[src/common/obuf_bias_pkg.sv]
/*
 * obuf/bias select unit shared package
 * widths, reset constants and the input groups of the accumulator path
 */
package obuf_bias_pkg;

  // ==================================================================
  // address and id widths
  // ==================================================================

  // output tile base address from the tile command
  localparam int tile_addr_w = 42;

  // output buffer load address
  localparam int obuf_addr_w = 8;

  // bias buffer load address
  localparam int bbuf_addr_w = 8;

  // loop identifier in the loop configuration strobe
  localparam int loop_id_w = 5;

  // ==================================================================
  // history table and counters
  // ==================================================================

  // bias address history entries, one per recorded round
  localparam int hist_depth = 32;
  localparam int hist_ptr_w = 5;

  // layer counter, bumped by loop id 0 strobes
  localparam int layer_cnt_w = 8;

  // reuse flags in flight between tile command and compute_done
  localparam int flag_fifo_depth = 4;

  // ==================================================================
  // reset constants
  // ==================================================================

  // entry 0 after reset or clear, never a real first bias load
  localparam logic [bbuf_addr_w-1:0] hist_empty_mark = 8'd20;

  // first layer always starts from bias
  localparam logic [layer_cnt_w-1:0] bias_layer = 8'd1;

  // ==================================================================
  // input groups
  // ==================================================================

  typedef struct packed {
    logic                   valid;
    logic [tile_addr_w-1:0] base;
  } tile_cmd_t;

  typedef struct packed {
    logic                   valid;
    logic [obuf_addr_w-1:0] addr;
  } obuf_ld_t;

  typedef struct packed {
    logic                 valid;
    logic [loop_id_w-1:0] loop_id;
  } loop_cfg_t;

endpackage
[src/rtl/obuf_bias_sel_top.sv]
/*
 * obuf/bias select unit, top level
 * picks the accumulator start source for each output tile
 */
module obuf_bias_sel_top (
  input  logic                                  clk,
  input  logic                                  reset,
  input  logic                                  compute_done,
  input  logic                                  decoder_done,
  input  logic                                  base_loop_enter,
  input  obuf_bias_pkg::tile_cmd_t              tile_cmd,
  input  obuf_bias_pkg::obuf_ld_t               obuf_ld,
  input  logic [obuf_bias_pkg::bbuf_addr_w-1:0] bias_ld_addr,
  input  obuf_bias_pkg::loop_cfg_t              loop_cfg,
  output logic                                  obuf_bias_sel
);

  // detector to control
  logic flag_valid;
  logic flag;

  // control to history
  logic end_of_block;

  // history to control
  logic record;
  logic addr_hit;

  // reuse flags, one per compute_done
  tile_reuse_detector u_tile_reuse (
    .clk          (clk),
    .reset        (reset),
    .compute_done (compute_done),
    .decoder_done (decoder_done),
    .tile_cmd     (tile_cmd),
    .loop_cfg     (loop_cfg),
    .flag_valid   (flag_valid),
    .flag         (flag)
  );

  bias_addr_history u_bias_hist (
    .clk             (clk),
    .reset           (reset),
    .decoder_done    (decoder_done),
    .base_loop_enter (base_loop_enter),
    .end_of_block    (end_of_block),
    .bias_ld_addr    (bias_ld_addr),
    .obuf_ld         (obuf_ld),
    .loop_cfg        (loop_cfg),
    .record          (record),
    .addr_hit        (addr_hit)
  );

  bias_sel_ctrl u_sel_ctrl (
    .clk           (clk),
    .reset         (reset),
    .flag_valid    (flag_valid),
    .flag          (flag),
    .record        (record),
    .addr_hit      (addr_hit),
    .decoder_done  (decoder_done),
    .loop_cfg      (loop_cfg),
    .end_of_block  (end_of_block),
    .obuf_bias_sel (obuf_bias_sel)
  );

endmodule

[src/rtl/bias_sel_ctrl.sv]
/*
 * bias select control
 * layer counter, end of block and the registered obuf/bias select
 */
module bias_sel_ctrl (
  input  logic                     clk,
  input  logic                     reset,
  input  logic                     flag_valid,
  input  logic                     flag,
  input  logic                     record,
  input  logic                     addr_hit,
  input  logic                     decoder_done,
  input  obuf_bias_pkg::loop_cfg_t loop_cfg,
  output logic                     end_of_block,
  output logic                     obuf_bias_sel
);

  import obuf_bias_pkg::*;

  logic [layer_cnt_w-1:0] layer_cnt;
  logic                   sel_q;
  logic                   layer_strobe;

  // ==================================================================
  // end of block
  // ==================================================================

  // popped flag 0 or nothing queued at compute_done
  assign end_of_block = flag_valid && !flag;

  // ==================================================================
  // select register
  // ==================================================================

  // 1 = start from obuf partial sums, 0 = start from bias
  always_ff @(posedge clk) begin
    if (reset) begin
      sel_q <= 1'b0;
    end else if (end_of_block || loop_cfg.valid || record) begin
      sel_q <= 1'b0;
    end else if (flag_valid) begin
      sel_q <= flag;
    end else if (addr_hit) begin
      sel_q <= 1'b1;
    end
  end

  // ==================================================================
  // layer counter
  // ==================================================================

  // loop id 0 marks the outermost loop of a new layer
  assign layer_strobe = loop_cfg.valid && (loop_cfg.loop_id == '0);

  always_ff @(posedge clk) begin
    if (reset) begin
      layer_cnt <= '0;
    end else if (decoder_done) begin
      layer_cnt <= '0;
    end else if (layer_strobe) begin
      layer_cnt <= layer_cnt + 1'b1;
    end
  end

  // first layer has no partial sums to resume from
  assign obuf_bias_sel = (layer_cnt == bias_layer) ? 1'b0 : sel_q;

endmodule

[src/rtl/bias_addr_history.sv]
/*
 * bias address history
 * records bias load addresses per fresh round and flags obuf load hits
 */
module bias_addr_history (
  input  logic                                  clk,
  input  logic                                  reset,
  input  logic                                  decoder_done,
  input  logic                                  base_loop_enter,
  input  logic                                  end_of_block,
  input  logic [obuf_bias_pkg::bbuf_addr_w-1:0] bias_ld_addr,
  input  obuf_bias_pkg::obuf_ld_t               obuf_ld,
  input  obuf_bias_pkg::loop_cfg_t              loop_cfg,
  output logic                                  record,
  output logic                                  addr_hit
);

  import obuf_bias_pkg::*;

  logic [bbuf_addr_w-1:0] hist [hist_depth];
  logic [bbuf_addr_w-1:0] prev_bias_addr;
  logic [hist_ptr_w-1:0]  write_ptr;
  logic [hist_ptr_w-1:0]  latest_ptr;
  logic                   base_loop_enter_q;
  logic                   fresh_round;
  logic                   skip_once;
  logic                   new_bias_addr;
  logic                   hist_clear;
  logic                   ld_match;

  // ==================================================================
  // round tracking
  // ==================================================================

  always_ff @(posedge clk) begin
    if (reset) begin
      base_loop_enter_q <= 1'b0;
    end else begin
      base_loop_enter_q <= base_loop_enter;
    end
  end

  // bias address sampled every cycle
  always_ff @(posedge clk) begin
    if (reset) begin
      prev_bias_addr <= '0;
    end else if (decoder_done || loop_cfg.valid) begin
      prev_bias_addr <= '0;
    end else begin
      prev_bias_addr <= bias_ld_addr;
    end
  end

  assign new_bias_addr = (prev_bias_addr != bias_ld_addr);
  assign hist_clear    = end_of_block || loop_cfg.valid;

  // a round stays fresh until its first address is recorded
  always_ff @(posedge clk) begin
    if (reset) begin
      fresh_round <= 1'b0;
    end else if (hist_clear || new_bias_addr) begin
      fresh_round <= 1'b1;
    end else if (record) begin
      fresh_round <= 1'b0;
    end
  end

  // pointer widened to the bias address for the compare
  assign record = fresh_round && base_loop_enter_q &&
                  ({{(bbuf_addr_w - hist_ptr_w){1'b0}}, write_ptr} == bias_ld_addr);

  // ==================================================================
  // history table
  // ==================================================================

  always_ff @(posedge clk) begin
    if (reset || hist_clear) begin
      write_ptr <= '0;
    end else if (record) begin
      write_ptr <= write_ptr + 1'b1;
    end
  end

  // only entry 0 carries a reset value
  always_ff @(posedge clk) begin
    if (reset || hist_clear) begin
      hist[0] <= hist_empty_mark;
    end else if (record) begin
      hist[write_ptr] <= bias_ld_addr;
    end
  end

  // entry written last, entry 0 before anything was recorded
  assign latest_ptr = (write_ptr == '0) ? '0 : write_ptr - 1'b1;

  // ==================================================================
  // obuf load hit
  // ==================================================================

  assign ld_match = (obuf_ld.addr == hist[0]) || (obuf_ld.addr == hist[latest_ptr]);

  // first matching load after a record is swallowed
  always_ff @(posedge clk) begin
    if (reset) begin
      skip_once <= 1'b0;
    end else if (obuf_ld.valid && ld_match) begin
      skip_once <= 1'b0;
    end else if (record) begin
      skip_once <= 1'b1;
    end
  end

  assign addr_hit = ld_match && !skip_once;

  // past 31 records the pointer would overwrite entry 0
  a_ptr_no_wrap : assert property (@(posedge clk) disable iff (reset)
    record |-> (write_ptr != hist_ptr_w'(hist_depth - 1)));

endmodule

[src/tile_reuse/tile_reuse_detector.sv]
/*
 * tile reuse detector
 * compares each tile base with the last one and hands a flag per compute_done
 */
module tile_reuse_detector (
  input  logic                    clk,
  input  logic                    reset,
  input  logic                    compute_done,
  input  logic                    decoder_done,
  input  obuf_bias_pkg::tile_cmd_t tile_cmd,
  input  obuf_bias_pkg::loop_cfg_t loop_cfg,
  output logic                    flag_valid,
  output logic                    flag
);

  import obuf_bias_pkg::*;

  logic [tile_addr_w-1:0] last_base;
  logic                   push;
  logic                   push_data;
  logic                   pop;
  logic                   pop_data;
  logic                   empty;
  logic                   popped_q;

  // ==================================================================
  // last tile base
  // ==================================================================

  // zero means no previous tile in this layer
  always_ff @(posedge clk) begin
    if (reset) begin
      last_base <= '0;
    end else if (decoder_done || loop_cfg.valid) begin
      last_base <= '0;
    end else if (tile_cmd.valid) begin
      last_base <= tile_cmd.base;
    end
  end

  // same base as before -> partial sums already sit in obuf
  assign push      = tile_cmd.valid && (last_base != '0);
  assign push_data = (tile_cmd.base == last_base);

  // one flag per compute_done, only when one is queued
  assign pop = compute_done && !empty;

  reuse_flag_fifo #(
    .depth (flag_fifo_depth)
  ) u_flag_fifo (
    .clk       (clk),
    .reset     (reset),
    .push      (push),
    .push_data (push_data),
    .pop       (pop),
    .pop_data  (pop_data),
    .empty     (empty),
    // overflow is reported inside the queue
    .full      ()
  );

  // ==================================================================
  // flag presentation, one cycle after compute_done
  // ==================================================================

  always_ff @(posedge clk) begin
    if (reset) begin
      flag_valid <= 1'b0;
      popped_q   <= 1'b0;
    end else begin
      flag_valid <= compute_done;
      popped_q   <= pop;
    end
  end

  // empty at compute_done reads as 0
  assign flag = popped_q & pop_data;

endmodule

[src/tile_reuse/reuse_flag_fifo.sv]
/*
 * reuse flag FIFO
 * small circular queue of one-bit tile reuse flags, registered read data
 */
module reuse_flag_fifo #(
  parameter int depth = obuf_bias_pkg::flag_fifo_depth
) (
  input  logic clk,
  input  logic reset,
  input  logic push,
  input  logic push_data,
  input  logic pop,
  output logic pop_data,
  output logic empty,
  output logic full
);

  localparam int ptr_w = (depth > 1) ? $clog2(depth) : 1;
  localparam int cnt_w = $clog2(depth + 1);

  logic             mem [depth];
  logic [ptr_w-1:0] wr_ptr;
  logic [ptr_w-1:0] rd_ptr;
  logic [cnt_w-1:0] count;
  logic             do_push;
  logic             do_pop;

  // a push into a full queue is lost
  assign do_push = push && !full;
  assign do_pop  = pop && !empty;

  assign empty = (count == '0);
  assign full  = (count == cnt_w'(depth));

  // pointers wrap at depth, so depth need not be a power of two
  always_ff @(posedge clk) begin
    if (reset) begin
      wr_ptr <= '0;
      rd_ptr <= '0;
      count  <= '0;
    end else begin
      if (do_push) begin
        wr_ptr <= (wr_ptr == ptr_w'(depth - 1)) ? '0 : wr_ptr + 1'b1;
      end
      if (do_pop) begin
        rd_ptr <= (rd_ptr == ptr_w'(depth - 1)) ? '0 : rd_ptr + 1'b1;
      end
      // simultaneous push and pop leave the count alone
      if (do_push && !do_pop) begin
        count <= count + 1'b1;
      end else if (do_pop && !do_push) begin
        count <= count - 1'b1;
      end
    end
  end

  // storage and read register
  always_ff @(posedge clk) begin
    if (do_push) begin
      mem[wr_ptr] <= push_data;
    end
    if (do_pop) begin
      pop_data <= mem[rd_ptr];
    end
  end

  // a lost flag means the accumulator starts a tile from the wrong source
  a_no_push_when_full : assert property (@(posedge clk) disable iff (reset)
    push |-> !full);

  a_no_pop_when_empty : assert property (@(posedge clk) disable iff (reset)
    pop |-> !empty);

endmodule

[config.mk]
export PLATFORM = sky130hd
export DESIGN_NAME = obuf_bias_sel_top
export DESIGN_NICKNAME = d
export VERILOG_FILES = /design/src/common/obuf_bias_pkg.sv /design/src/rtl/obuf_bias_sel_top.sv /design/src/rtl/bias_sel_ctrl.sv /design/src/rtl/bias_addr_history.sv /design/src/tile_reuse/tile_reuse_detector.sv /design/src/tile_reuse/reuse_flag_fifo.sv
export SDC_FILE = /design/constraint.sdc
export NUM_CORES = 1
export LEC_CHECK = 0
export ABC_AREA = 1
export BUFFER_PORTS_ARGS = -buffer_cell sky130_fd_sc_hd__buf_2
export CORE_UTILIZATION = 24
export DETAILED_ROUTE_END_ITERATION = 16
export PLACE_DENSITY = 0.45
export SKIP_LAST_GASP = 1
export SYNTH_ARGS = -nofsm -noshare
export SYNTH_HDL_FRONTEND = slang
export SYNTH_HIERARCHICAL = 1
export SYNTH_SLANG_ARGS = --single-unit
[constraint.sdc]
create_clock -name clk -period 2.5 [get_ports clk]
set_input_delay 0.125 -clock clk [delete_from_list [all_inputs] [get_ports clk]]
set_output_delay 0.125 -clock clk [all_outputs]
set_load 0.03 [all_outputs]
==> metrics.md <==
| Metric | Value |
|---|---|
| Routed WL | `45.8 mm` |
| Largest fanout on the critical path | `16` |
| Final ANT Viol Nets | `0` |
| DR WL met3 | `2.15 mm` |
| Layout area overhead | `35.4%` |
| Clk buf depth | `3` |
| Top Family by Delay on Critical Path | `simple AND/OR/NAND/NOR gates` |
| Setup_tns | `-0.291 ns` |
| Drt wl/cell | `16.3 um` |
| Die Ht | `254 um` |
| Cell Area, Synth | `15200 sq um` |
| Vias in the first global route | `~12000` |
| Ratio of cells with drive above 1 in the final layout | `0.213` |
| GPL Wtd Cong | `0.791` |
| Tmin final | `2.66 ns` |
| Top layer in use | `met4` |
| Via count | `~12000` |
| Largest net degree at the start of global routing | `52` |
| Crit path setup slack, layout | `-0.161 ns` |
| Crit path capture type | `register` |
| Outcome | `finished with violations` |
| Final Setup Violations | `2` |
| Initial DRC count | `699` |
| RSZ-0062 raised after global routing | `true` |
| DRC viols | `0` |
| Final Cycle Share | `1.06` |
| DRT Pass-1 Iters | `7` |
| Critical path class | `register to register` |
| Max-slew violations | `0` |
| Worst vdd ir | `about 0.42 mV` |
| Register-to-register setup slack | `-0.16 ns` |
| Root Driver | `clkbuf_16` |
| Initial antenna violation count | `1` |
| Global-route wire length before repair | `70.0 mm` |
| CTS buffer count | `41` |
| Die width | `254 um` |
| Pwr Total | `~0.012 W` |
| CP bufs+invs | `3` |
| Gr usage total | `0.142` |
| Worst slack, placed | `-0.353 ns` |
| Core Box Area | `63000 sq um` |
| Reg2reg path depth | `19` |
| Overflow after GRT | `0` |
| Reg clk slew, reported paths | `0.06 ns` |
| Mean post-synth cell area | `9.77 sq um` |
| Final Hold Fails | `0` |
| Ports | `72` |
| PortBufs | `71` |
| Seq pwr share | `0.494` |
| Ant diodes | `0` |
| HP Start | `loop_cfg[2]` |
| Startpoint Class | `register` |
| Die Area | `64600 sq um` |
| Pwr Density | `603 nW/um^2` |
| Min-Delay Endpoint | `u_sel_ctrl/layer_cnt[4]$_SDFFE_PP0P_` |
| Final core utilization | `0.328` |
| Met2 wire len | `21.5 mm` |
| Max Clk Rate | `376 MHz` |
| Sw Ratio | `0.235` |
| Crit-path cells | `clkinv_2, ha_4, nand3_4, nand2_8, buf_12, clkbuf_16, nand2_1, nand3_1, nand3_1, nand3_1, nand2_1, nand2_1, nand3b_1, nand3_1, nor2_2, nand2_2, a21oi_2, nor3_1, nor4_1` |
| Max stage delay on crit path | `0.34 ns` |
| Htree depth | `2` |
| Internal power | `0.00953 W` |
| Final hold slack | `just over 0.03 ns` |
| P_leak | `8.31 nW` |
| Layout net count | `2016` |
| Vias per cell | `4.31` |
| Least-Margin Pin Slew | `0.686 ns` |
| CTS tree | `built` |
| Hold-critical path depth | `7` |
| Slew HR | `0.543` |
| Worst r2r dst | `u_sel_ctrl/sel_q$_SDFFE_PP0P_` |
| Max-Cap Viols | `0` |
| CP most frequent cell | `nand3_1` |
| Wire length on met1 | `21.4 mm` |
| Slowest cell on crit path | `dfxtp_2` |
| Hold Path Class | `primary input to register` |
| Clock share of power | `0.440` |
| Standard-cell rows | `92` |
| Syn. warnings | `6` |
| Comb power frac | `0.067` |
| DP HPWL | `29.4 mm` |
| Critical Path RT | `2.98 ns` |
| Failing checks | `negative setup slack` |
| Sinks on the clock net | `337` |
| CP Data Arrival Time | `3.14 ns` |
| Starting Density | `0.242` |
| Setup Skew | `0.0242 ns` |
| Cells after Synth | `1561` |
| Net Switching | `0.00293 W` |
| RR Startpoint | `u_bias_hist/write_ptr[0]$_SDFFE_PP0P_` |
| Worst-Skew Late Latency | `between 0.5 and 0.6 ns` |
| Fill cells | `6531` |
[power groups by stage]
stage          clock network (W)  logic, W  registers, W
2_1_floorplan                  0  0.000515       0.00625
3_3_place_gp                   0  0.000731       0.00626
3_5_place_dp                   0  0.000747       0.00626
4_1_cts                  0.00565  0.000830       0.00615
5_1_grt                  0.00584  0.000954       0.00616
6_report                 0.00547  0.000832       0.00615
[cell usage in the layout, fill, tap and decap left out, types with 8 or more instances in the layout]
| cell type | count |
|---|---|
| nand2_1 | 399 |
| nand3_1 | 279 |
| edfxtp_1 | 261 |
| nor2_1 | 138 |
| buf_4 | 116 |
| conb_1 | 96 |
| inv_1 | 78 |
| dfxtp_1 | 72 |
| buf_2 | 71 |
| dlygate4sd3_1 | 65 |
| clkbuf_16 | 45 |
| a21oi_2 | 35 |
| xnor2_1 | 34 |
| buf_12 | 27 |
| a21oi_1 | 27 |
| nand3_2 | 22 |
| nor2_2 | 20 |
| clkinv_1 | 18 |
| buf_6 | 17 |
| xor2_1 | 12 |
| nor2_4 | 12 |
| o21ai_0 | 11 |
| nand4_1 | 9 |
| nor3_1 | 9 |
| ha_1 | 9 |
| nand3b_1 | 8 |
| inv_2 | 8 |
[worst reg2reg max path, cell delays in order (launching register included)]
cell,delay [ns]
dfxtp_2,0.34
clkinv_2,0.07
ha_4,0.18
nand3_4,0.14
nand2_8,0.15
buf_12,0.16
clkbuf_16,0.17
nand2_1,0.07
nand3_1,0.10
nand3_1,0.09
nand3_1,0.14
nand2_1,0.14
nand2_1,0.09
nand3b_1,0.10
nand3_1,0.10
nor2_2,0.10
nand2_2,0.10
a21oi_2,0.14
nor3_1,0.06
nor4_1,0.15
[timing repair]
action,4_1_cts,5_1_grt
resized for setup,47,53
hold buffers,65,0
setup endpoints to repair,151,245
pin swaps,9,13
endpoints found under the hold margin,64,0
buffers inserted,5,10
cloned,4,4
[layout make-up]
type	count	area, sq um	share of cell area
multi-input cells	1157	5790	0.280
well taps	846	1060	0.0513
inverters	90	349	0.0169
clock buffers	45	1040	0.0504
repair buffers	307	2880	0.140
flip-flops and latches	337	9370	0.454
clock inverters	26	161	0.00782
[metrics by stage]
step	cells	cell area (sq um)
2_1_floorplan	1656	15600
3_3_place_gp	2650	18000
3_5_place_dp	2650	18000
4_1_cts	2795	20200
5_1_grt	2808	20600
6_report	2808	20600
[layer usage]
layer	up-vias	GRT usage
met5	-	0
met4	0	0.0332
met3	62	0.0224
met2	285	0.235
met1	5803	0.194
li1	5955	-
[state kept, by name, summed over array words and instances, names as in the netlist, 3 cells and up]
signal	flops
u_sel_ctrl/layer_cnt	8
u_bias_hist/hist	256
u_tile_reuse/u_flag_fifo/mem	4
u_tile_reuse/last_base	42
u_bias_hist/write_ptr	5
u_bias_hist/prev_bias_addr	8
u_tile_reuse/u_flag_fifo/count	3
[worst max-delay path by stage]
| stage | to | startpoint | slack, ns | cells past startpoint |
|---|---|---|---|---|
| final | u_sel_ctrl/sel_q$_SDFFE_PP0P_ | u_bias_hist/write_ptr[0]$_SDFFE_PP0P_ | -0.16 | 19 |
| after global routing | u_sel_ctrl/sel_q$_SDFFE_PP0P_ | u_bias_hist/write_ptr[1]$_SDFFE_PP0P_ | -0.35 | 20 |
| after CTS | u_sel_ctrl/sel_q$_SDFFE_PP0P_ | u_bias_hist/write_ptr[1]$_SDFFE_PP0P_ | -0.14 | 21 |
| after detailed placement | u_sel_ctrl/sel_q$_SDFFE_PP0P_ | u_bias_hist/write_ptr[1]$_SDFFE_PP0P_ | -0.35 | 18 |
| after global placement | u_sel_ctrl/sel_q$_SDFFE_PP0P_ | u_bias_hist/write_ptr[0]$_SDFFE_PP0P_ | -0.36 | 18 |
| after floorplan | u_sel_ctrl/sel_q$_SDFFE_PP0P_ | u_bias_hist/write_ptr[0]$_SDFFE_PP0P_ | -0.14 | 23 |
Note: power is estimated with default switching activity, not from simulation.
